File: config.mk
export PLATFORM = sky130hd
export DESIGN_NAME = field_read_merge
export DESIGN_NICKNAME = d
export VERILOG_FILES = /design/src/design/pdp8_mem_pkg.sv /design/src/design/field_read_merge.sv
export SDC_FILE = /design/constraint.sdc
export NUM_CORES = 1
export LEC_CHECK = 0
export BUFFER_PORTS_ARGS = -buffer_cell sky130_fd_sc_hd__buf_2
export CORE_AREA = 4 4 41 43
export CTS_CLUSTER_DIAMETER = 30
export CTS_CLUSTER_SIZE = 25
export DETAILED_ROUTE_END_ITERATION = 10
export DIE_AREA = 0 0 45 47
export GPL_TIMING_DRIVEN = 0
export PLACE_DENSITY = 0.68
export SETUP_SLACK_MARGIN = 0.15
export SLEW_MARGIN = 25
export SYNTH_ARGS = -nofsm -noshare
export SYNTH_HDL_FRONTEND = slang
export SYNTH_SLANG_ARGS = --single-unit
export TNS_END_PERCENT = 50
File: constraint.sdc
create_clock -name clk -period 1.6 [get_ports clk]
set_clock_uncertainty 0.1 [all_clocks]
set_input_delay 0 -clock clk [delete_from_list [all_inputs] [get_ports clk]]
set_output_delay 0 -clock clk [all_outputs]
set_load 0.05 [all_outputs]
File: src/design/pdp8_mem_pkg.sv
package pdp8_mem_pkg;

  // Widths with a meaning of their own
  typedef logic [11:0] word_t;      // Machine word, bit 11 is PDP-8 bit 0
  typedef logic [2:0]  field_t;     // 4K field number
  typedef logic [14:0] ext_addr_t;  // Field in [14:12], in-field address in [11:0]

  localparam int FIELD_WORDS = 4096;

  // Major states, phases 0, W, 1, 2 and 3 of each cycle group
  typedef enum logic [4:0] {
    IDLE,
    F0, FW, F1, F2, F3,  // Fetch
    D0, DW, D1, D2, D3,  // Defer
    E0, EW, E1, E2, E3,  // Execute
    H0, HW, H1, H2, H3   // Front panel
  } major_state_e;

  // Front-panel switches as seen by the machine
  typedef struct packed {
    logic load_addr;
    logic deposit;
    logic examine;
    logic run;
    logic use_max;  // Load 7777 instead of the switch register
  } panel_cmd_t;

  // Inputs from the accumulator side of the CPU
  typedef struct packed {
    word_t  ac;
    logic   skip;
    field_t inst_field;
    field_t data_field;
  } cpu_side_t;

  // One request per cycle to every field bank
  typedef struct packed {
    ext_addr_t addr;
    word_t     wdata;
    logic      write;
  } mem_req_t;

  // Memory reference opcodes, instruction bits 0 to 2
  localparam logic [2:0] OP_AND = 3'o0;
  localparam logic [2:0] OP_TAD = 3'o1;
  localparam logic [2:0] OP_ISZ = 3'o2;
  localparam logic [2:0] OP_DCA = 3'o3;
  localparam logic [2:0] OP_JMS = 3'o4;
  localparam logic [2:0] OP_JMP = 3'o5;
  localparam logic [2:0] OP_IOT = 3'o6;
  localparam logic [2:0] OP_OPR = 3'o7;

endpackage
File: src/design/field_read_merge.sv
module field_read_merge #(
  parameter int NUM_FIELDS = 2
) (
  input  logic                 clk,
  input  logic                 reset,
  input  pdp8_mem_pkg::field_t req_field,
  input  pdp8_mem_pkg::word_t  bank_rdata [NUM_FIELDS],
  output pdp8_mem_pkg::word_t  mdata
);

  pdp8_mem_pkg::field_t field_q;  // Field of the read now coming out of the banks

  always_ff @(posedge clk) begin
    if (reset) begin
      field_q <= '0;
    end else begin
      field_q <= req_field;
    end
  end

  always_comb begin
    mdata = '0;  // Field with no bank reads as zero
    for (int i = 0; i < NUM_FIELDS; i++) begin
      if (field_q == pdp8_mem_pkg::field_t'(i)) begin
        mdata = bank_rdata[i];
      end
    end
  end

endmodule

==> results by stage <==
Synth:
- The net count of the mapped netlist is 62.
- Of the synthesized area, sequential elements account for 0.225.
- Dividing the synthesized area by the synthesized cell count gives 8.08 um^2.
- After synthesis, the largest family of logic cells by area is multiplexers.
- The multiplexer share of the synthesized area is 0.451.
- The adder-cell area share of the yosys netlist is 0.
- The distinct cell type count after synthesis is 7.
- After synthesis the netlist holds a flip-flop and latch count of 3.
- The simple-gate area share of the yosys netlist is 0.263.
- The share of the synthesized area in compound gates (AO/OA/AOI/OAI) is 0.
- Of the total synthesized cell area, the portion taken by XOR and XNOR cells is 0.
- Synthesis produced a netlist whose cell count is 33.
- During synthesis, Yosys emitted a total of 0 warnings.
- After synthesis the cells add up to 267 um^2.

Route:
- The post-detailed-route wirelength per cell is between 10 and 15 um.
- For this run, the detailed router's first-pass iteration total came to 1.
- The violation count after the first detailed-routing iteration is 0.
- The routed layout has about 410 vias.
- The number of vias per cell is 4.30.
- The total length of routed wires is 989 um.
- In this run the remaining antenna-violating nets after routing total 0.
- For this run, design rule violations remaining after detail routing come to 0.

Power:
- The power density relative to cell area is 748 nW/um^2.
- The maximum VDD drop is 277 uV.
- The analysis attributes to cell leakage a power of 0.317 nW.

Setup path:
- The critical path's most frequent cell is sky130_fd_sc_hd__buf_2.
- The signal on the critical path passes through or2_1 -> buf_2 -> nor2_1 -> buf_2.
- The required time at the worst-slack endpoint is 1.50 ns.
- Along the worst path, the maximum fanout reaches 10.
- Together, buffers and inverters on the worst path number 2.
- The largest delay contributor family on the critical path is buffers and inverters.
- The startpoint-to-endpoint class of the critical path is reg2out.
- The peak per-stage delay on the critical path is between 0.2 and 0.3 ns.
- The largest individual stage delay along the critical path comes from the cell sky130_fd_sc_hd__dfxtp_1.
- STA classifies the critical path endpoint as an output pin.
- At the worst endpoint, the arrival time is 1.33 ns.
- STA classifies the critical path startpoint as a flop.

CTS:
- The number of buffers added for setup after CTS is 0.
- Clock tree synthesis inserted a total of 3 buffers.
- CTS built an H-tree with a depth of 1.
- No sink is reached through more buffers than the 2 on the longest clock path.
- The total clock sinks is 3.
- The clock-pin slew on the worst setup and hold paths is around 0.030 ns.
- CTS placed an instance of sky130_fd_sc_hd__clkbuf_4 at the clock tree root.
- TritonCTS built the clock tree.

Die:
- The height of the die is about 47 um.
- For this design the top-level I/O count stands at 41.
- The standard-cell row count is 13.
- The core region is 1300 um^2.
- The initial standard-cell utilization of the core is 0.205.
- The floorplan step defined a die boundary enclosing approximately 2100 um^2.
- From left edge to right edge, the die measures 45 um.

Global route:
- The overall fraction of global-route tracks in use is 0.0956.
- Global routing finished with a remaining overflow of 0.
- The via count of the first global-routing pass is between 300 and 400.
- The first global-routing pass estimated 1480 um of wire.
- The initial antenna violation count is 0.
- Entering global routing, the biggest net connects 11 pins.

STA:
- Setup violations remaining at the end of the flow were counted as 0.
- The clock period minus worst slack is 1.43 ns.
- Setup repair after global routing could not meet its margin everywhere.
- The highest achievable clock rate is 0.698 GHz.
- The headroom to the max-slew limit is 0.834.
- The slew at the pin with the worst max-slew slack is 0.251 ns.
- Setup total negative slack on the finished layout was measured at 0 ns.
- The total count of hold-check failures in the final report is 0.
- The number of slew-limit violations in the final report is 0.
- Across all hold checks on the routed design, the worst slack comes to ~0.31 ns.
- Dividing the final minimum period by the clock period gives 0.896.

Final layout:
- The layout overhead on the synthesized area is 114%.
- The flip-flop count of the largest register after layout is 3.
- The number of fill cells is 154.
- The final layout contains 111 nets.
- The repair_antennas step left the layout with diodes totalling 0.
- The share of post-route cells with drive strength above 1 is 0.556.
- More flip-flops sit in one register than any other, and that register is field_q.
- Leaving out filler cells and counting taps, the final layout contains 96.
- The largest registers in the layout are field_q (3).

Placement:
- At the end of routability-driven placement, the weighted congestion stood at 0.661.
- Once placement completed, the tool counted placed cells totaling 88.
- During placement, the flow inserted port buffers numbering 40.

Job:
- Max-cap violations in this run came to 0.

Status:
- The run finished with clean final reports.

Worst hold path:
- The class of the worst hold path is in2out.
[cells in the mapped netlist]
library cell / count / area share
sky130_fd_sc_hd__or2_1: 1 / 0.023
sky130_fd_sc_hd__nor2_1: 12 / 0.17
sky130_fd_sc_hd__buf_2: 1 / 0.019
sky130_fd_sc_hd__mux2i_1: 12 / 0.45
sky130_fd_sc_hd__nor2b_1: 3 / 0.070
sky130_fd_sc_hd__buf_6: 1 / 0.042
sky130_fd_sc_hd__dfxtp_1: 3 / 0.23
[per-layer routing]
metal / track usage / routed length, um / up-vias
met2: 0.206 / 552 / 29
met5: 0 / 0 / -
li1: - / - / 205
met4: 0.0526 / 0 / 0
met3: 0.0230 / 173 / 0
met1: 0.0750 / 263 / 179
[per-stage QoR]
stage | utilization | instance area (um^2) | total power, mW | setup slack, ns
2_1_floorplan | - | 267 | 0.220 | 0.152
3_3_place_gp | 0.373 | 485 | 0.279 | 0.413
3_5_place_dp | 0.373 | 485 | 0.283 | 0.399
4_1_cts | 0.426 | 554 | 0.428 | 0.152
5_1_grt | 0.438 | 571 | 0.452 | 0.112
6_report | 0.438 | 571 | 0.427 | 0.167
[area by class of cell]
cell class | instances | area, um^2 | share of cell area
timing repair buffer | 44 | 259 | 0.454
multi-input combinational | 28 | 190 | 0.333
sequential | 3 | 60.1 | 0.105
clock buffer | 4 | 26.3 | 0.0461
tap | 15 | 18.8 | 0.0329
buffer | 2 | 16.3 | 0.0285
[worst min-delay path: stages]
cell,delay [ns]
sky130_fd_sc_hd__buf_2,0.07
sky130_fd_sc_hd__mux2i_1,0.05
sky130_fd_sc_hd__nor2_1,0.11
sky130_fd_sc_hd__buf_6,0.17
[repair_timing]
item / in CTS / in global routing
gates resized for setup: 1 / 10
cloned: 0 / 0
setup endpoints to repair: 1 / 9
hold endpoints to repair: 3 / 0
hold buffers: 4 / 0
[placed cells by master, fill, tap and decap left out]
cell type and instances:
sky130_fd_sc_hd__buf_2 35, sky130_fd_sc_hd__mux2i_1 12, sky130_fd_sc_hd__nor2_1 12, sky130_fd_sc_hd__clkbuf_4 4, sky130_fd_sc_hd__dlygate4sd3_1 4, sky130_fd_sc_hd__buf_4 4, sky130_fd_sc_hd__nor2b_1 3, sky130_fd_sc_hd__dfxtp_1 3
sky130_fd_sc_hd__buf_6 2, sky130_fd_sc_hd__or2_1 1, sky130_fd_sc_hd__clkbuf_1 1
[final timing paths]
path,startpoint,endpoint,slack [ns],depth (start not counted)
worst max-delay path,field_q[1]$_SDFF_PP0_,mdata[4],0.17,4
worst min-delay path,bank_rdata[20],mdata[8],0.31,4
[cells by family after synthesis]
family,after synthesis
DFF,3
buffers and inverters,2
muxes,12
and+or+nand+nor,16
[power breakdown]
| group | switching, mW | internal, mW |
|---|---|---|
| clock | 0.0362 | 0.0933 |
| sequential | 0.00213 | 0.0793 |
| combinational | 0.136 | 0.0804 |
(Power assumes the default switching activity.)
