==> config.mk <==
export PLATFORM = sky130hd
export DESIGN_NAME = memory_address_unit
export DESIGN_NICKNAME = d
export VERILOG_FILES = /design/src/design/pdp8_mem_pkg.sv /design/src/design/memory_address_unit.sv
export SDC_FILE = /design/constraint.sdc
export NUM_CORES = 1
export LEC_CHECK = 0
export ABC_AREA = 1
export BUFFER_PORTS_ARGS = -buffer_cell sky130_fd_sc_hd__buf_2
export CORE_ASPECT_RATIO = 1.4
export CORE_MARGIN = 4
export CORE_UTILIZATION = 57
export CTS_BUF_LIST = sky130_fd_sc_hd__clkbuf_2
export DETAILED_ROUTE_END_ITERATION = 8
export PLACE_DENSITY = 0.91
export SETUP_SLACK_MARGIN = 0.3
export SLEW_MARGIN = 20
export SYNTH_ARGS = -nofsm -noshare
export SYNTH_HDL_FRONTEND = slang
export SYNTH_SLANG_ARGS = --single-unit
==> constraint.sdc <==
create_clock -name clk -period 2.6 [get_ports clk]
set_clock_uncertainty 0.05 [all_clocks]
set_input_delay 0.26 -clock clk [delete_from_list [all_inputs] [get_ports clk]]
set_output_delay 0.26 -clock clk [all_outputs]
set_load 0.1 [all_outputs]
==> src/design/pdp8_mem_pkg.sv <==
package pdp8_mem_pkg;

  // Widths with a meaning of their own
  typedef logic [11:0] word_t;      // Machine word, bit 11 is PDP-8 bit 0
  typedef logic [2:0]  field_t;     // 4K field number
  typedef logic [14:0] ext_addr_t;  // Field in [14:12], in-field address in [11:0]

  localparam int FIELD_WORDS = 4096;

  // Major states, phases 0, W, 1, 2 and 3 of each cycle group
  typedef enum logic [4:0] {
    IDLE,
    F0, FW, F1, F2, F3,  // Fetch
    D0, DW, D1, D2, D3,  // Defer
    E0, EW, E1, E2, E3,  // Execute
    H0, HW, H1, H2, H3   // Front panel
  } major_state_e;

  // Front-panel switches as seen by the machine
  typedef struct packed {
    logic load_addr;
    logic deposit;
    logic examine;
    logic run;
    logic use_max;  // Load 7777 instead of the switch register
  } panel_cmd_t;

  // Inputs from the accumulator side of the CPU
  typedef struct packed {
    word_t  ac;
    logic   skip;
    field_t inst_field;
    field_t data_field;
  } cpu_side_t;

  // One request per cycle to every field bank
  typedef struct packed {
    ext_addr_t addr;
    word_t     wdata;
    logic      write;
  } mem_req_t;

  // Memory reference opcodes, instruction bits 0 to 2
  localparam logic [2:0] OP_AND = 3'o0;
  localparam logic [2:0] OP_TAD = 3'o1;
  localparam logic [2:0] OP_ISZ = 3'o2;
  localparam logic [2:0] OP_DCA = 3'o3;
  localparam logic [2:0] OP_JMS = 3'o4;
  localparam logic [2:0] OP_JMP = 3'o5;
  localparam logic [2:0] OP_IOT = 3'o6;
  localparam logic [2:0] OP_OPR = 3'o7;

endpackage
==> src/design/memory_address_unit.sv <==
module memory_address_unit #(
  parameter int NUM_FIELDS = 2
) (
  input  logic                       clk,
  input  logic                       reset,
  input  pdp8_mem_pkg::major_state_e state,
  input  pdp8_mem_pkg::panel_cmd_t   panel,
  input  pdp8_mem_pkg::word_t        switches,
  input  pdp8_mem_pkg::cpu_side_t    cpu,
  input  pdp8_mem_pkg::word_t        mdata,
  output pdp8_mem_pkg::mem_req_t     mem_req,
  output pdp8_mem_pkg::word_t        instruction,
  output pdp8_mem_pkg::word_t        mdout,
  output pdp8_mem_pkg::ext_addr_t    eaddr
);

  pdp8_mem_pkg::word_t      pc;
  pdp8_mem_pkg::word_t      next_pc;
  pdp8_mem_pkg::word_t      skip_pc;
  pdp8_mem_pkg::word_t      mdin;          // Store data for the banks
  pdp8_mem_pkg::word_t      direct_addr;
  pdp8_mem_pkg::word_t      pointer;
  pdp8_mem_pkg::panel_cmd_t panel_q;       // Command held through the panel cycle
  logic [4:0]               current_page;
  logic [2:0]               opcode;
  logic                     index_q;       // Defer went through 0010-0017

  assign opcode      = instruction[11:9];
  assign direct_addr = {(instruction[7] ? current_page : 5'b0), instruction[6:0]};  // Page bit
  assign pointer     = index_q ? mdin : mdout;

  always_comb begin
    mem_req.addr  = eaddr;
    mem_req.wdata = mdin;
    mem_req.write = 1'b0;
    case (state)
      pdp8_mem_pkg::D1: mem_req.write = index_q;  // Auto-index write back
      pdp8_mem_pkg::E1: begin
        mem_req.write = (opcode == pdp8_mem_pkg::OP_ISZ) ||
                        (opcode == pdp8_mem_pkg::OP_DCA) ||
                        (opcode == pdp8_mem_pkg::OP_JMS);
      end
      pdp8_mem_pkg::H1: mem_req.write = panel_q.deposit && !panel_q.load_addr;
      default: mem_req.write = 1'b0;
    endcase
  end

  always_ff @(posedge clk) begin
    if (reset) begin
      eaddr       <= '0;
      instruction <= 12'o7000;  // No-op
      mdout       <= '0;
      index_q     <= 1'b0;
      panel_q     <= '0;
    end else begin
      case (state)
        pdp8_mem_pkg::IDLE: panel_q <= panel;
        pdp8_mem_pkg::F0: pc <= eaddr[11:0];
        pdp8_mem_pkg::FW: begin
          instruction <= mdata;
          mdout       <= mdata;
        end
        pdp8_mem_pkg::F1: begin
          current_page <= pc[11:7];
          next_pc      <= pc + 12'o0001;
          skip_pc      <= pc + 12'o0002;
        end
        pdp8_mem_pkg::F2: ;
        pdp8_mem_pkg::F3: begin
          if (opcode >= pdp8_mem_pkg::OP_IOT) begin
            // IOT and OPR go straight to the next fetch
            eaddr <= {cpu.inst_field, (cpu.skip ? skip_pc : next_pc)};
          end else begin
            eaddr <= {cpu.inst_field, direct_addr};
          end
        end
        pdp8_mem_pkg::D0: index_q <= (eaddr[11:3] == 9'o001);
        pdp8_mem_pkg::DW: begin
          mdout <= mdata;
          mdin  <= mdata + 12'o0001;  // Incremented pointer, stored only when indexing
        end
        pdp8_mem_pkg::D1: ;
        pdp8_mem_pkg::D2: ;
        pdp8_mem_pkg::D3: begin
          index_q <= 1'b0;
          case (opcode)
            pdp8_mem_pkg::OP_JMP, pdp8_mem_pkg::OP_JMS: eaddr <= {cpu.inst_field, pointer};
            default: eaddr <= {cpu.data_field, pointer};  // AND, TAD, ISZ, DCA
          endcase
        end
        pdp8_mem_pkg::E0: begin
          if (opcode == pdp8_mem_pkg::OP_DCA) mdin <= cpu.ac;
          else if (opcode == pdp8_mem_pkg::OP_JMS) mdin <= next_pc;  // Return address
        end
        pdp8_mem_pkg::EW: begin
          mdout <= mdata;
          if (opcode == pdp8_mem_pkg::OP_ISZ) mdin <= mdata + 12'o0001;
        end
        pdp8_mem_pkg::E1: begin
          if ((opcode == pdp8_mem_pkg::OP_ISZ) && (mdout == 12'o7777)) next_pc <= skip_pc;
        end
        pdp8_mem_pkg::E2: begin
          if (opcode == pdp8_mem_pkg::OP_JMS) next_pc <= eaddr[11:0] + 12'o0001;
        end
        pdp8_mem_pkg::E3: eaddr <= {cpu.inst_field, next_pc};
        pdp8_mem_pkg::H0: mdin <= switches;
        pdp8_mem_pkg::HW: mdout <= mdata;
        pdp8_mem_pkg::H1: begin
          if (panel_q.load_addr) begin
            eaddr <= {cpu.inst_field, (panel_q.use_max ? 12'o7777 : switches)};
          end else if (panel_q.deposit) begin
            mdout <= mdin;  // Show the deposited word
          end
        end
        pdp8_mem_pkg::H2: begin
          if (!panel_q.load_addr && (panel_q.deposit || panel_q.examine)) begin
            eaddr[11:0] <= eaddr[11:0] + 12'o0001;
          end
        end
        pdp8_mem_pkg::H3: ;
        default: ;
      endcase
    end
  end

  // Stores only follow a W phase that has settled the address
  a_write_phase: assert property (@(posedge clk) disable iff (reset)
    mem_req.write |-> (state inside {pdp8_mem_pkg::D1, pdp8_mem_pkg::E1, pdp8_mem_pkg::H1}) &&
                      ($past(state) inside {pdp8_mem_pkg::DW, pdp8_mem_pkg::EW,
                                            pdp8_mem_pkg::HW}));

  a_field_range: assert property (@(posedge clk) disable iff (reset)
    int'(eaddr[14:12]) < NUM_FIELDS);

endmodule

==> impl_metrics.csv <==
group,metric,value,unit
finish,final_nets,1069,
clocking,cts.sinks,97,
clocking,post_cts_buffers,0,
grt,grt_overflow,0,
synth,syn_avg_cell_area,6.87,µm²
clocking,root_buffer,"clkbuf_2",
synth,yosys.area.top_type,"edfxtp_1",
place,dp_worst_setup_slack,322,ps
clocking,numCtsBuffers,9,
timing,period_share,88.3,%
floorplanning,die_w,94.9,µm
routing,dr.pass1.iters,6,
floorplanning,die_h,130,µm
grt,grt_usage,32.0,%
finish,fill_cells,921,
worst_setup_path,worstPathArrival,2610,ps
worst_setup_path,cp_max_fo,6,
power_and_ir_drop,power.leakage,3.40,nW
power_and_ir_drop,power_density,461,mW/mm²
clocking,clock_latency,580,ps
grt,grt_pass1_vias,5936,
timing,fin_ws,303,ps
finish,final_cell_mix,"nand2_1 (259), nor2_1 (125), buf_2 (119), nand3_1 (87), o21ai_0 (79)",
routing,antenna_left,0,
power_and_ir_drop,peakVddDrop,273,µV
clocking,clock_path_buffers,2,
timing,finalSetupTns,0,ps
synth,synthesis.area,0.00602,mm²
routing,via_per_inst,5.65,
timing,rsz0062_at_grt,"no",
timing,hold_viol,0,
routing,routed_wl,19800,µm
place,dp_hpwl,14900,µm
worst_setup_path,crit_required,2920,ps
synth,synthTopCellsByArea,"edfxtp_1 (26%), nand2_1 (16%), dfxtp_1 (15%)",
worst_hold_path,hold_class,"input port to flop",
synth,syn_nets,935,
grt,antenna_found_initial,0,
floorplanning,coreArea,0.0103,mm²
floorplanning,io-pin-count,122,
synth,ys_seq_area_share,41.1,%
power_and_ir_drop,p_seq_share,52.9,%
synth,ys_types,31,
timing,drv_slew,0,
place,portBuffers,120,
timing,slew_headroom,59.3,%
finish,layout-drive-gt1-share,18.2,%
worst_setup_path,start_kind,"input port",
floorplanning,fp-row-count,44,
worst_setup_path,worst-setup-path-type,"input port to flop",
floorplanning,start_util,58.2,%
routing,vias,6509,
power_and_ir_drop,clockPowerShare,20.1,%
timing,final-setup-viol-count,0,
power_and_ir_drop,power_frac_comb,27.1,%
place,place_congestion,0.972,
job,drv_cap,0,
power_and_ir_drop,internal_power,2.01,mW
power_and_ir_drop,total_power,3.27,mW
timing,min_period,2300,ps
floorplanning,dieArea,0.0123,mm²
finish,regArea,0.00249,mm²
synth,synth-seq-cells,97,
timing,tightest_slew,605,ps
finish,n_antenna_cell,0,
finish,area_growth_syn_to_layout,17.9,%
clocking,cts.clk_slew.worst_paths,250,ps
grt,grt_max_degree,43,
clocking,htree_levels,3,
power_and_ir_drop,p_sw_share,38.7,%
routing,drt-initial-drc-count,593,
synth,syn-instance-count,876,
grt,grt_pass1_wl,29900,µm
worst_setup_path,endpoint_kind,"flop",
synth,ys_warn_count,0,
timing,fmax,0.435,GHz
finish,multi_input_area,0.00299,mm²
finish,layout_commonest_cell,"nand2_1",
synth,synth_top_cell_area_share,26.4,%
status,status,"finished clean",
finish,final_util,68.6,%
routing,wl_per_cell,17.2,µm
clocking,cts_tree,"done",
power_and_ir_drop,p_switching,1.27,mW
routing,remaining_drc_errors,0,
## logic make-up after synthesis
kind of cell / Yosys count / synth area share (%)
simple gates: 507 / 34.9
buf+inv: 126 / 9.27
compound gates: 124 / 11.3
flops: 97 / 41.1
xor+xnor: 18 / 2.62
fa+ha+maj: 4 / 0.831
## routing by layer
layer	share of wire (%)	global-route usage [%]	wire length, µm
met5	0	0	0
met2	49	55.9	9780
met1	34	33.8	6800
met3	9.3	7.14	1840
met4	7.2	22.3	1420
## power groups by stage
stage	Combinational, mW	Sequential, mW	Clock [mW]
2_1_floorplan	0.393	2.01	0
3_3_place_gp	0.818	1.76	0
3_5_place_dp	0.826	1.76	0
4_1_cts	0.870	1.73	0.647
5_1_grt	0.935	1.74	0.712
6_report	0.886	1.73	0.656
## path summary, 6_finish.rpt
check | from | endpoint | slack (ps) | cells after the start
min | mdata[3] | instruction[3]$_SDFFE_PP0N_ | 10 | 3
min reg2reg | panel_q[2]$_SDFFE_PP0N_ | panel_q[2]$_SDFFE_PP0N_ | 450 | 2
max | mdata[2] | mdin[9]$_DFFE_PP_ | 300 | 9
max reg2reg | instruction[11]$_SDFFE_PP1N_ | eaddr[2]$_SDFFE_PP0P_ | 560 | 8
## state kept, by name (all words and copies together), names as in the netlist
signal / flops
current_page: 5
eaddr: 15
index_q: 1
instruction: 12
mdin: 12
mdout: 12
next_pc: 12
panel_q: 4
pc: 12
skip_pc: 12
## Yosys cell counts
cell type / n
nand4_1: 11
nand3_1: 87
xor2_1: 13
nor2_2: 7
buf_2: 14
clkinv_1: 2
a31oi_1: 1
a211oi_1: 1
nand2_1: 259
or2_2: 6
a21oi_1: 25
nand2_2: 1
xnor2_1: 5
inv_1: 78
nor3_1: 6
clkbuf_1: 11
a32oi_1: 1
buf_4: 18
inv_2: 3
nand3b_1: 3
o211ai_1: 10
nor2_4: 1
nor2_1: 125
nor4_1: 1
o221ai_1: 4
o211a_1: 1
edfxtp_1: 53
a22oi_1: 2
ha_1: 4
dfxtp_1: 44
o21ai_0: 79
## layout make-up
cell class / count / area share, %
inverter: 83 / 4.39
clock inverter: 5 / 0.458
timing repair buffer: 166 / 14.7
tap: 138 / 2.43
clock buffer: 11 / 0.776
sequential: 97 / 35.1
multi-input combinational: 653 / 42.1
## per-stage QoR
| step | area, µm² | hold WS [ps] | std cells |
|---|---|---|---|
| 6_report | 7100 | 10.3 | 1153 |
| 5_1_grt | 7100 | 4.77 | 1153 |
| 4_1_cts | 7100 | 2.09 | 1153 |
| 3_5_place_dp | 6690 | 421 | 1105 |
| 3_3_place_gp | 6690 | 412 | 1105 |
| 2_1_floorplan | 6040 | 288 | 876 |
## timing repair
item,in CTS,in global routing
hold buffers,32,0
endpoints found under the hold margin,26,0
resized for setup,0,0
## critical path, stage by stage
cell and delay, ps:
dlygate4sd3_1 520, buf_2 180, nand3_1 160, nor3_1 510, nand2_1 130, xnor2_1 160
nand2_1 60, nand3_1 60, dlygate4sd3_1 560
No activity file was read; power rests on OpenSTA's default activity.
