--- src/design/pdp8_mem_pkg.sv ---
package pdp8_mem_pkg;

  // Widths with a meaning of their own
  typedef logic [11:0] word_t;      // Machine word, bit 11 is PDP-8 bit 0
  typedef logic [2:0]  field_t;     // 4K field number
  typedef logic [14:0] ext_addr_t;  // Field in [14:12], in-field address in [11:0]

  localparam int FIELD_WORDS = 4096;

  // Major states, phases 0, W, 1, 2 and 3 of each cycle group
  typedef enum logic [4:0] {
    IDLE,
    F0, FW, F1, F2, F3,  // Fetch
    D0, DW, D1, D2, D3,  // Defer
    E0, EW, E1, E2, E3,  // Execute
    H0, HW, H1, H2, H3   // Front panel
  } major_state_e;

  // Front-panel switches as seen by the machine
  typedef struct packed {
    logic load_addr;
    logic deposit;
    logic examine;
    logic run;
    logic use_max;  // Load 7777 instead of the switch register
  } panel_cmd_t;

  // Inputs from the accumulator side of the CPU
  typedef struct packed {
    word_t  ac;
    logic   skip;
    field_t inst_field;
    field_t data_field;
  } cpu_side_t;

  // One request per cycle to every field bank
  typedef struct packed {
    ext_addr_t addr;
    word_t     wdata;
    logic      write;
  } mem_req_t;

  // Memory reference opcodes, instruction bits 0 to 2
  localparam logic [2:0] OP_AND = 3'o0;
  localparam logic [2:0] OP_TAD = 3'o1;
  localparam logic [2:0] OP_ISZ = 3'o2;
  localparam logic [2:0] OP_DCA = 3'o3;
  localparam logic [2:0] OP_JMS = 3'o4;
  localparam logic [2:0] OP_JMP = 3'o5;
  localparam logic [2:0] OP_IOT = 3'o6;
  localparam logic [2:0] OP_OPR = 3'o7;

endpackage
--- src/design/major_state_seq.sv ---
module major_state_seq (
  input  logic                       clk,
  input  logic                       reset,
  input  pdp8_mem_pkg::panel_cmd_t   panel,
  input  pdp8_mem_pkg::word_t        instruction,
  output pdp8_mem_pkg::major_state_e state,
  output logic                       done
);

  pdp8_mem_pkg::major_state_e next_state;
  pdp8_mem_pkg::major_state_e after_op;
  logic [2:0] opcode;
  logic       defer_needed;
  logic       exec_needed;
  logic       start_panel;
  logic       finish;

  assign opcode       = instruction[11:9];
  assign defer_needed = instruction[8] && (opcode < pdp8_mem_pkg::OP_IOT);  // Indirect bit
  assign exec_needed  = (opcode <= pdp8_mem_pkg::OP_JMS);
  assign start_panel  = !panel.run &&
                        (panel.load_addr || panel.deposit || panel.examine || panel.use_max);
  assign after_op     = panel.run ? pdp8_mem_pkg::F0 : pdp8_mem_pkg::IDLE;  // Keep running?

  always_comb begin
    next_state = state;
    finish     = 1'b0;
    case (state)
      pdp8_mem_pkg::IDLE: begin
        if (panel.run) next_state = pdp8_mem_pkg::F0;
        else if (start_panel) next_state = pdp8_mem_pkg::H0;
      end
      pdp8_mem_pkg::F0: next_state = pdp8_mem_pkg::FW;
      pdp8_mem_pkg::FW: next_state = pdp8_mem_pkg::F1;
      pdp8_mem_pkg::F1: next_state = pdp8_mem_pkg::F2;
      pdp8_mem_pkg::F2: next_state = pdp8_mem_pkg::F3;
      pdp8_mem_pkg::F3: begin
        if (defer_needed) begin
          next_state = pdp8_mem_pkg::D0;
        end else if (exec_needed) begin
          next_state = pdp8_mem_pkg::E0;
        end else begin
          next_state = after_op;  // JMP, IOT and OPR end here
          finish     = 1'b1;
        end
      end
      pdp8_mem_pkg::D0: next_state = pdp8_mem_pkg::DW;
      pdp8_mem_pkg::DW: next_state = pdp8_mem_pkg::D1;
      pdp8_mem_pkg::D1: next_state = pdp8_mem_pkg::D2;
      pdp8_mem_pkg::D2: next_state = pdp8_mem_pkg::D3;
      pdp8_mem_pkg::D3: begin
        if (opcode == pdp8_mem_pkg::OP_JMP) begin
          next_state = after_op;
          finish     = 1'b1;
        end else begin
          next_state = pdp8_mem_pkg::E0;
        end
      end
      pdp8_mem_pkg::E0: next_state = pdp8_mem_pkg::EW;
      pdp8_mem_pkg::EW: next_state = pdp8_mem_pkg::E1;
      pdp8_mem_pkg::E1: next_state = pdp8_mem_pkg::E2;
      pdp8_mem_pkg::E2: next_state = pdp8_mem_pkg::E3;
      pdp8_mem_pkg::E3: begin
        next_state = after_op;
        finish     = 1'b1;
      end
      pdp8_mem_pkg::H0: next_state = pdp8_mem_pkg::HW;
      pdp8_mem_pkg::HW: next_state = pdp8_mem_pkg::H1;
      pdp8_mem_pkg::H1: next_state = pdp8_mem_pkg::H2;
      pdp8_mem_pkg::H2: next_state = pdp8_mem_pkg::H3;
      pdp8_mem_pkg::H3: begin
        next_state = pdp8_mem_pkg::IDLE;  // One panel cycle per command
        finish     = 1'b1;
      end
      default: next_state = pdp8_mem_pkg::IDLE;
    endcase
  end

  always_ff @(posedge clk) begin
    if (reset) begin
      state <= pdp8_mem_pkg::IDLE;
      done  <= 1'b0;
    end else begin
      state <= next_state;
      done  <= finish;  // Lands in the cycle after the last phase 3
    end
  end

  a_state_legal: assert property (@(posedge clk) disable iff (reset)
    state inside {pdp8_mem_pkg::IDLE,
                  pdp8_mem_pkg::F0, pdp8_mem_pkg::FW, pdp8_mem_pkg::F1,
                  pdp8_mem_pkg::F2, pdp8_mem_pkg::F3,
                  pdp8_mem_pkg::D0, pdp8_mem_pkg::DW, pdp8_mem_pkg::D1,
                  pdp8_mem_pkg::D2, pdp8_mem_pkg::D3,
                  pdp8_mem_pkg::E0, pdp8_mem_pkg::EW, pdp8_mem_pkg::E1,
                  pdp8_mem_pkg::E2, pdp8_mem_pkg::E3,
                  pdp8_mem_pkg::H0, pdp8_mem_pkg::HW, pdp8_mem_pkg::H1,
                  pdp8_mem_pkg::H2, pdp8_mem_pkg::H3});

endmodule

--- config.mk ---
export PLATFORM = sky130hd
export DESIGN_NAME = major_state_seq
export DESIGN_NICKNAME = d
export VERILOG_FILES = /design/src/design/pdp8_mem_pkg.sv /design/src/design/major_state_seq.sv
export SDC_FILE = /design/constraint.sdc
export NUM_CORES = 1
export LEC_CHECK = 0
export ABC_CLOCK_PERIOD_IN_PS = 2150
export BUFFER_PORTS_ARGS = -buffer_cell sky130_fd_sc_hd__buf_4
export CORE_AREA = 2 2 39 41
export CTS_BUF_LIST = sky130_fd_sc_hd__clkbuf_8
export CTS_CLUSTER_DIAMETER = 80
export CTS_CLUSTER_SIZE = 24
export DETAILED_ROUTE_END_ITERATION = 12
export DIE_AREA = 0 0 41 43
export HOLD_SLACK_MARGIN = 0.06
export PLACE_DENSITY = 0.7
export REMOVE_ABC_BUFFERS = 1
export SYNTH_ARGS = -nofsm -noshare
export SYNTH_HDL_FRONTEND = slang
export SYNTH_SLANG_ARGS = --single-unit
export TNS_END_PERCENT = 10
--- constraint.sdc ---
create_clock -name clk -period 2.15 [get_ports clk]
set_input_delay 0.43 -clock clk [delete_from_list [all_inputs] [get_ports clk]]
set_output_delay 0.43 -clock clk [all_outputs]
set_load 0.005 [all_outputs]
==> impl_results.md, run 1 <==
- Status: completed
- Delay-heaviest family, CP: flip-flops
- Worst EP arrival: around 1.1 ns
- Slew @ Worst Pin: approximately 0.53 ns
- ANT nets after route: 0
- Slowest CP cell: dfxtp_1
- Post_cts resized: 0
- Max Cap Viol: 0
- Share of Yosys cell area claimed by the top area cell type: approximately 23%
- Syn-to-layout area delta: 28.2%
- Fillcell total: 147
- Synth Instances: 69
- Synth top area cells: dfxtp_1 23%, nor2b_1 7.2%, o21ai_0 5.7%
- Flops & latches, synth: 6
- Row cnt: 14
- # setup viols final: 0
- Critical path cell sequence: buf_4
- Root Driver: clkbuf_8
- Clock tree from TritonCTS: done
- Post-synth EDFFs: 0
- Gr usage total: a little under a fifth
- HPWL after DPL: a little over 900 µm
- Worst hold path cell count: 2
- Nets: 104
- Achievable frequency: roughly 670 MHz
- Die width: 41 µm
- Worst Setup EP: state[0]
- P_sw: 0.233 mW
- CP Max Fanout: 18
- Async set-reset flop share out of synthesis: 0%
- Pwr Total: around 0.62 mW
- Leakage power: approximately 0.27 nW
- Critical Path RT: 1.72 ns
- Hold buffers post-CTS: 0
- Commonest cells in the netlist: 6 x dfxtp_1, 6 x nor2b_1, 6 x o21ai_0
- RePlAce Congestion: 0.832
- Tcrit/Tclk final: between 60% and 70%
- Vias in the first global route: 549
- FF+latch area: between 100 and 150 µm²
- CTS sink count: 6
- Drt total wl: 1330 µm
- Max Buffers Root-to-Sink: 2
- Logic pwr share: between 30% and 40%
- RSZ-0062 raised after global routing: false
- I/O pin count: 25
- Via/cell ratio: 5.99
- Buffers added on ports: 16
- Largest net degree at the start of global routing: 19
- Initial antenna violation count: 0
- Crit. End Element: primary output
- GRT overflow: 0
- Sw Share: 37.3%
- Critical path class: flop to primary output
- Mean post-synth cell area: 7.60 µm²
- Clock power share: between 20% and 30%
- Core Area: 1380 µm²
- DRC Markers: 0
- Sequential share of power: 36.8%
- Slew Limit Fails: 0
- Reg clk slew, reported paths: 0.04 ns
- Tmin final: around 1.5 ns
- Dpl cell area: 631 µm²
- Ant. Diodes: 0
- Final instance area: 672 µm²
- CP bufs+invs: 1
- Crit-path max cell delay: 0.64 ns
- Largest area contributor in the netlist: dfxtp_1
- Post-synthesis sequential area ratio: between 20% and 30%
- Average wire per standard cell: 13.5 µm
- R2R setup slack: ~0.65 ns
- Unique cell type count in the Yosys netlist: 35
- Crit. Startpoint: state[0]$_SDFFE_PP0P_
- Postcts setup bufs: 0
- Syn. warnings: 0
- Critical path launch point type: flop
- Die ar.: 1760 µm²
- Iter 0 DRT Violations: 14
- Share of layout cells above drive strength 1: 26.5%
- Vias: 593
- Htree depth: 1
- Internal cell power: 0.391 mW
- Reg2Reg Launch Point: state[1]$_SDFFE_PP0P_
- Final hold violation count: 0
- Fin Setup TNS: 0 ns
- Initial DRT Pass Iterations: 4
- Min-delay worst type: input pin to flop
- Cts bufs inserted: 3
- PD cells: between 900 and 1000 nW/µm²
- Skew-Pair Late Insertion Delay: 0.22 ns
- Area of the multi-input gates: 355 µm²
- Die height: 43 µm
- Initial Util: 37.9%
- First-pass GRT wire length: 2280 µm
- Slew margin rel.: between 60% and 70%
- R2R cell count: 4
- R2r endpoint: state[3]$_SDFFE_PP0P_
- Main synth FF type: dfxtp_1
- Clock Skew: 0.00131 ns
- Post-Synthesis Cell Area: 524 µm²
- WP depth: 1
- Peak VDD IR: 0.000325 V
worst min path at each step:
stage,from,to,slack [ns]
6_report,reset,state[1]$_SDFFE_PP0P_,0.45
5_1_grt,reset,state[1]$_SDFFE_PP0P_,0.45
4_1_cts,reset,state[1]$_SDFFE_PP0P_,0.45
3_5_place_dp,state[3]$_SDFFE_PP0P_,state[4]$_SDFFE_PP0P_,0.62
3_3_place_gp,state[3]$_SDFFE_PP0P_,state[4]$_SDFFE_PP0P_,0.62
2_1_floorplan,reset,state[1]$_SDFFE_PP0P_,0.50
kinds of logic after synthesis:
kind of cell | synth area share [%]
flops | 22.9
buf+inv | 9.31
compound gates | 37.0
simple gates | 30.8
power groups by stage:
stage / clock network [mW] / registers (mW) / logic [mW]
finish: 0.172 / 0.230 / 0.222
CTS: 0.179 / 0.229 / 0.223
detailed placement: 0 / 0.231 / 0.221
floorplan: 0 / 0.208 / 0.142
global placement: 0 / 0.230 / 0.220
global route: 0.185 / 0.244 / 0.256
cells in the final DEF, fill, tap and decap left out, drive strengths merged, types with 3 or more instances in the layout:
| cell | synthesis | routed |
|---|---|---|
| buf | 5 | 17 |
| nor2 | 4 | 4 |
| clkbuf | 1 | 3 |
| o21ai | 6 | 6 |
| nor3 | 3 | 3 |
| nand2 | 4 | 4 |
| a21oi | 3 | 3 |
| nand3 | 3 | 3 |
| nor2b | 6 | 6 |
| dfxtp | 6 | 6 |
routing by layer:
layer | wire [µm] | track usage, %
met1 | 601 | 25.4
met2 | 603 | 26.9
met3 | 112 | 3.66
met4 | 14 | 12.0
met5 | 0 | 0
metrics by stage:
stage / instances / setup WS (ns) / hold slack [ns] / util, %
2_1_floorplan: 63 / 0.840 / 0.499 / -
3_3_place_gp: 96 / 0.688 / 0.615 / 45.6
4_1_cts: 99 / 0.639 / 0.447 / 48.6
5_1_grt: 99 / 0.508 / 0.451 / 48.6
6_report: 99 / 0.649 / 0.448 / 48.6
3_5_place_dp: 96 / 0.685 / 0.616 / 45.6
flip-flops by register name, indices dropped and copies added, names as in the netlist:
signal and flops:
done 1, state 5
final cells by class:
type                       instances  area share, %
clock buffer                       3           6.15
inverter                           2           1.12
multi-input combinational         55           52.9
sequential                         6           17.9
tap                               16           2.98
timing repair buffer              17           19.0
Note: power is estimated with default switching activity, not from simulation.
==> run 2, diff against run 1 <==
--- a/config.mk
+++ b/config.mk
@@ -5,7 +5,8 @@
 export SDC_FILE = /design/constraint.sdc
 export NUM_CORES = 1
 export LEC_CHECK = 0
-export ABC_CLOCK_PERIOD_IN_PS = 2150
+export ABC_AREA = 1
+export ABC_CLOCK_PERIOD_IN_PS = 1400
 export BUFFER_PORTS_ARGS = -buffer_cell sky130_fd_sc_hd__buf_4
 export CORE_AREA = 2 2 39 41
 export CTS_BUF_LIST = sky130_fd_sc_hd__clkbuf_8
@@ -14,7 +15,7 @@
 export DETAILED_ROUTE_END_ITERATION = 12
 export DIE_AREA = 0 0 41 43
 export HOLD_SLACK_MARGIN = 0.06
-export PLACE_DENSITY = 0.7
+export PLACE_DENSITY = 0.69
 export REMOVE_ABC_BUFFERS = 1
 export SYNTH_ARGS = -nofsm -noshare
 export SYNTH_HDL_FRONTEND = slang
==> constraint.sdc (replaced) <==
create_clock -name clk -period 1.4 [get_ports clk]
set_input_delay 0.28 -clock clk [delete_from_list [all_inputs] [get_ports clk]]
set_output_delay 0.28 -clock clk [all_outputs]
set_load 0.005 [all_outputs]
==> impl_results.md, run 2 <==
- Core Area: 1380 µm² (unchanged)
- Skew-Pair Late Insertion Delay: 0.22 ns (about the same)
- Postcts setup bufs: 0 (unchanged)
- R2R cell count: 6 (+2)
- R2r endpoint: state[1]$_SDFFE_PP0P_
- Initial Util: 37.1% (-0.81 points)
- Commonest non-fill, non-tap cell in the layout: nand2_1
- Iter 0 DRT Violations: 10 (-4)
- Post-synth EDFFs: 0 (unchanged)
- Logic pwr share: 37.4% (+1.8 points)
- Row cnt: 14 (unchanged)
- Placed Cells: 128 (+33%)
- Most frequent cells in the layout: 29 x nand2_1, 20 x nor2_1, 16 x buf_4
- Drt total wl: 1360 µm (+2.2%)
- Slowest CP cell: dfxtp_1
- PD cells: 1110 nW/µm² (+20%)
- Root Driver: clkbuf_8
- Slew Limit Fails: 0 (unchanged)
- Final worst slack: 0.136 ns (-0.513 ns)
- Unique cell type count in the Yosys netlist: 17 (-51%)
- Die ar.: 1760 µm² (unchanged)
- Pre-CTS WS: 0.168 ns (-0.517 ns)
- Syn. warnings: 0 (unchanged)
- Pwr Total: 0.772 mW (+24%)
- Post-Synthesis Cell Area: 513 µm² (-2.1%)
- Sequential share of power: 30.4% (-6.4 points)
- Critical path launch point type: flop
- Reg2Reg Launch Point: state[2]$_SDFFE_PP0P_
- Mean post-synth cell area: 5.34 µm² (-30%)
- Slew @ Worst Pin: 0.338 ns (-0.191 ns)
- Critical path cell sequence: nand2_1 -> nor2_2 -> nand2_1 -> nand3_1 -> nor2_1 -> nor2_1
- Share of layout cells above drive strength 1: 20.0% (-6.5 points)
- Commonest cells in the netlist: 29 x nand2_1, 20 x nor2_1, 14 x nand3_1
- Largest area contributor in the netlist: dfxtp_1
- Status: completed
- R2R setup slack: 0.14 ns (-0.51 ns)
- Nets: 136 (+31%)
- Clock Skew: 0.00185 ns (+0.000543 ns)
- Htree depth: 1 (unchanged)
- Vias: 641 (+8.1%)
- Critical path class: flop to flop
- Final hold violation count: 0 (unchanged)
- Gr usage total: 18.7% (-0.36 points)
- CTS sink count: 6 (unchanged)
- GRT overflow: 0 (unchanged)
- # setup viols final: 0 (unchanged)
- Syn-to-layout area delta: 35.4%
- Synth top area cells: dfxtp_1 23%, nand2_1 21%, nor2_1 15%
- Fin Setup TNS: 0 ns (unchanged)
- Worst hold path cell count: 2 (unchanged)
- Number of flip-flops in the largest register: 5 (unchanged)
- Reg clk slew, reported paths: 0.03 ns (about the same)
- Crit-path max cell delay: 0.51 ns (-0.13 ns)
- Async set-reset flop share out of synthesis: 0% (unchanged)
- Post_cts resized: 0 (unchanged)
- Ant. Diodes: 0 (unchanged)
- Average wire per standard cell: 10.4 µm (-23%)
- Main synth FF type: dfxtp_1
- Worst EP arrival: 1.42 ns (+0.35 ns)
- Register name with the most flops: state
- Die width: 41 µm (unchanged)
- I/O pin count: 25 (unchanged)
- Internal cell power: 0.499 mW (+28%)
- P_sw: 0.272 mW (+17%)
- Critical Path RT: 1.55 ns (-0.17 ns)
- Dpl cell area: 653 µm² (+3.6%)
- Utilization after layout: 50.2% (+1.6 points)
- ANT nets after route: 0 (unchanged)
- Post-synthesis sequential area ratio: 23.4% (+0.50 points)
- Die height: 43 µm (unchanged)
- Via/cell ratio: 4.89 (-18%)
- Leakage power: 0.387 nW (+42%)
- Vias in the first global route: 538 (-2.0%)
- Initial antenna violation count: 0 (unchanged)
- Final instance area: 694 µm² (+3.4%)
- Clock power share: 32.2% (+4.6 points)
- Clock tree from TritonCTS: done
- Crit. End Element: flop
- First-pass GRT wire length: 2150 µm (-6.0%)
- HPWL after DPL: 1110 µm (+21%)
- Peak VDD IR: 0.000847 V (+160%)
- Slew margin rel.: 77.4% (+13 points)
- Initial DRT Pass Iterations: 4 (unchanged)
- Crit. Startpoint: state[2]$_SDFFE_PP0P_
- Worst Setup EP: state[1]$_SDFFE_PP0P_
- Biggest regs: state x5, done x1
- DRC Markers: 0 (unchanged)
- Cts bufs inserted: 3 (unchanged)
- Max Cap Viol: 0 (unchanged)
- Min-delay worst type: input pin to flop
- Share of Yosys cell area claimed by the top area cell type: 23.4% (+0.50 points)
- Max Buffers Root-to-Sink: 2 (unchanged)
- CP Max Fanout: 8 (-10)
- Sw Share: 35.3% (-2.0 points)
- Tmin final: 1.26 ns
- Synth Instances: 96 (+39%)
- Buffers added on ports: 16 (unchanged)
- RePlAce Congestion: 0.896 (+7.7%)
- RSZ-0062 raised after global routing: false
- Hold buffers post-CTS: 0 (unchanged)
- Tcrit/Tclk final: 90.3%
- Final Hold Slack: 0.254 ns (-0.194 ns)
- Final Non-Filler Cells: 131 (+32%)
- Count leader, synth: nand2_1
- Achievable frequency: approximately 800 MHz
- Largest net degree at the start of global routing: 9 (-10)
- Flops & latches, synth: 6 (unchanged)
==> run 2: layer usage <==
layer	routed length (µm)	up-vias	global-route usage, %
li1	-	343	-
met1	661	279	24.6
met2	617	15	25.9
met3	48	4	4.71
met4	34	0	12.0
met5	0	-	0
==> run 2: power groups by stage <==
stage,Combinational (mW),Clock (mW),Sequential (mW)
final,0.289,0.248,0.235
after floorplan,0.182,0,0.231
after global routing,0.325,0.269,0.240
after CTS,0.286,0.257,0.234
after global placement,0.287,0,0.237
after detailed placement,0.285,0,0.237
==> run 2: area by class of cell <==
| class | instances | area (µm²) |
|---|---|---|
| repair buffers | 16 | 120 |
| well taps | 16 | 20.0 |
| clock buffers | 3 | 41.3 |
| inverters | 14 | 52.6 |
| multi-input cells | 76 | 340 |
| fillers | 147 | 689 |
| flip-flops and latches | 6 | 120 |
==> run 2: worst max-delay path: cells and delay by family, from the launching register on <==
family / cells / cell delay, ns
simple gates: 6 / 0.68
flops: 1 / 0.51
==> run 2: cells by family after synthesis <==
| group | synth area share (%) |
|---|---|
| compound gates | 7.56 |
| buf+inv | 10.2 |
| flops | 23.4 |
| simple gates | 58.8 |
==> run 2: how the worst min path moves through the flow <==
| stage | start | end | slack [ns] |
|---|---|---|---|
| floorplan | reset | state[0]$_SDFFE_PP0P_ | 0.35 |
| global placement | reset | state[3]$_SDFFE_PP0P_ | 0.48 |
| detailed placement | reset | state[2]$_SDFFE_PP0P_ | 0.48 |
| CTS | reset | state[2]$_SDFFE_PP0P_ | 0.25 |
| global route | reset | state[0]$_SDFFE_PP0P_ | 0.26 |
| finish | reset | state[2]$_SDFFE_PP0P_ | 0.25 |
==> run 3, diff against run 2 <==
--- a/config.mk
+++ b/config.mk
@@ -8,14 +8,15 @@
 export ABC_AREA = 1
 export ABC_CLOCK_PERIOD_IN_PS = 1400
 export BUFFER_PORTS_ARGS = -buffer_cell sky130_fd_sc_hd__buf_4
-export CORE_AREA = 2 2 39 41
+export CELL_PAD_IN_SITES_DETAIL_PLACEMENT = 0
+export CELL_PAD_IN_SITES_GLOBAL_PLACEMENT = 2
+export CORE_UTILIZATION = 21
 export CTS_BUF_LIST = sky130_fd_sc_hd__clkbuf_8
 export CTS_CLUSTER_DIAMETER = 80
 export CTS_CLUSTER_SIZE = 24
 export DETAILED_ROUTE_END_ITERATION = 12
-export DIE_AREA = 0 0 41 43
 export HOLD_SLACK_MARGIN = 0.06
-export PLACE_DENSITY = 0.69
+export PLACE_DENSITY_LB_ADDON = 0.1
 export REMOVE_ABC_BUFFERS = 1
 export SYNTH_ARGS = -nofsm -noshare
 export SYNTH_HDL_FRONTEND = slang
==> impl_results.md, run 3 (synthesis gave the netlist of run 2 again) <==
- Reg clk slew, reported paths: 0.04 ns (about the same)
- RSZ-0062 raised after global routing: false
- Clock tree from TritonCTS: done
- Clock power share: 31.8% (-0.4 points)
- Critical path class: flop to primary output
- Row cnt: 17 (+3)
- Root Driver: clkbuf_8
- Biggest regs: state x5, done x1
- Initial Util: 22.8% (-14 points)
- Logic pwr share: 39.4% (+2.0 points)
- Vias: 647 (+0.94%)
- Achievable frequency: 801 MHz (+1.2%)
- Syn-to-layout area delta: 41.2%
- Ant. Diodes: 0 (unchanged)
- Core Area: 2250 µm² (+63%)
- Hold buffers post-CTS: 0 (unchanged)
- Max Cap Viol: 0 (unchanged)
- CP Max Fanout: 7 (-1)
- Register name with the most flops: state
- Area of the multi-input gates: 340 µm² (unchanged)
- Final Non-Filler Cells: 145 (+11%)
- Nets: 138 (+1.5%)
- GRT overflow: 0 (unchanged)
- Initial DRT Pass Iterations: 4 (unchanged)
- Min-delay worst type: input pin to flop
- Critical Path RT: 1.12 ns (-0.43 ns)
- Most frequent cells in the layout: 29 x nand2_1, 20 x nor2_1, 18 x buf_4
- Tmin final: 1.25 ns (-0.0156 ns)
- Tcrit/Tclk final: 89.1% (-1.1 points)
- Critical path cell sequence: buf_4 -> buf_4
- Peak VDD IR: 0.000508 V (-40%)
- PD cells: 1080 nW/µm² (-2.4%)
- Average wire per standard cell: 10.2 µm (-1.8%)
- Cts bufs inserted: 3 (unchanged)
- Initial antenna violation count: 0 (unchanged)
- HPWL after DPL: 1250 µm (+12%)
- Largest net degree at the start of global routing: 8 (-1)
- FF+latch area: 120 µm² (unchanged)
- Worst EP arrival: 0.97 ns (-0.45 ns)
- Internal cell power: 0.509 mW (+2.0%)
- R2R cell count: 7 (+1)
- Sw Share: 35.1% (-0.13 points)
- Share of layout cells above drive strength 1: 21.4% (+1.4 points)
- RePlAce Congestion: 0.770 (-14%)
- Crit. End Element: primary output
- Post_cts resized: 0 (unchanged)
- # setup viols final: 0 (unchanged)
- Slew @ Worst Pin: 0.297 ns (-0.0413 ns)
- Worst hold path cell count: 2 (unchanged)
- Final hold violation count: 0 (unchanged)
- ANT nets after route: 0 (unchanged)
- Buffers added on ports: 16 (unchanged)
- CP bufs+invs: 2 (+2)
- Placed Cells: 142 (+11%)
- Postcts setup bufs: 0 (unchanged)
- I/O pin count: 25 (unchanged)
- Slowest CP cell: dfxtp_1
- Status: completed
- Drt total wl: 1480 µm (+8.7%)
- Vias in the first global route: 558 (+3.7%)
- Commonest non-fill, non-tap cell in the layout: nand2_1
- Gr usage total: 12.0% (-6.7 points)
- Fillcell total: 279 (+90%)
- Die height: 51.4 µm (+20%)
- P_sw: 0.276 mW (+1.4%)
- Utilization after layout: 32.1% (-18 points)
- Fin Setup TNS: 0 ns (unchanged)
- Final instance area: 724 µm² (+4.3%)
- Dpl cell area: 683 µm² (+4.6%)
- Sequential share of power: 28.7% (-1.7 points)
- Critical path launch point type: flop
- Number of flip-flops in the largest register: 5 (unchanged)
- DRC Markers: 0 (unchanged)
- Clock Skew: 0.00239 ns (+0.000541 ns)
- WP depth: 2 (-4)
- Max Buffers Root-to-Sink: 2 (unchanged)
- Most frequent CP cell: buf_4
- First-pass GRT wire length: 2370 µm (+11%)
- Slew margin rel.: 80.2% (+2.8 points)
- Iter 0 DRT Violations: 23 (+13)
- Leakage power: 0.398 nW (+2.7%)
- Via/cell ratio: 4.46 (-8.8%)
- Delay-heaviest family, CP: flip-flops
- Die width: 51.4 µm (+25%)
- Slew Limit Fails: 0 (unchanged)
- Htree depth: 1 (unchanged)
- Crit-path max cell delay: 0.48 ns (-0.03 ns)
- CTS sink count: 6 (unchanged)
- Die ar.: 2640 µm² (+50%)
- Skew-Pair Late Insertion Delay: 0.22 ns (about the same)
-- run 3: changes by cell type in the layout (fill, tap and decap cells not counted) --
cell and change:
buf_4 +2
-- run 3: area by class of cell --
| type | instances | area share [%] |
|---|---|---|
| Tap cell | 28 | 4.84 |
| Timing Repair Buffer | 18 | 18.7 |
| Clock buffer | 3 | 5.70 |
| Inverter | 14 | 7.25 |
| Multi-Input combinational cell | 76 | 47.0 |
| Sequential cell | 6 | 16.6 |
-- run 3: through the flow --
stage               setup WS (ns)  power (mW)  hold slack, ns
floorplan                   0.331       0.413           0.349
global placement            0.128       0.552           0.484
detailed placement          0.178       0.541           0.482
CTS                         0.136       0.795           0.258
global route               0.0540       0.845           0.258
finish                      0.152       0.785           0.259
-- run 3: path summary, 6_finish.rpt --
kind,endpoint,slack (ns),from
max,state[2],0.15,state[2]$_SDFFE_PP0P_
min,state[2]$_SDFFE_PP0P_,0.26,reset
min reg2reg,state[0]$_SDFFE_PP0P_,0.70,state[1]$_SDFFE_PP0P_
max reg2reg,done$_SDFF_PP0_,0.17,state[3]$_SDFFE_PP0P_
-- run 3: worst register-to-register path: stages, from the launching register on --
cell,delay [ns]
dfxtp_1,0.46
inv_2,0.10
nor2_4,0.16
nand3_2,0.09
or2_1,0.21
nand3_1,0.07
nand2_1,0.05
inv_1,0.04
-- run 3: power by group through the flow --
stage / clock network [mW] / registers, mW / logic, mW
2_1_floorplan: 0 / 0.231 / 0.182
3_3_place_gp: 0 / 0.231 / 0.321
3_5_place_dp: 0 / 0.229 / 0.312
4_1_cts: 0.255 / 0.226 / 0.314
5_1_grt: 0.268 / 0.230 / 0.347
6_report: 0.250 / 0.226 / 0.310
-- run 3: per-layer routing --
layer	track usage (%)	share of wire, %	vias up
met3	1.79	3.9	0
li1	-	-	346
met1	16.5	50	285
met4	2.70	0	0
met5	0	0	-
met2	19.7	47	16
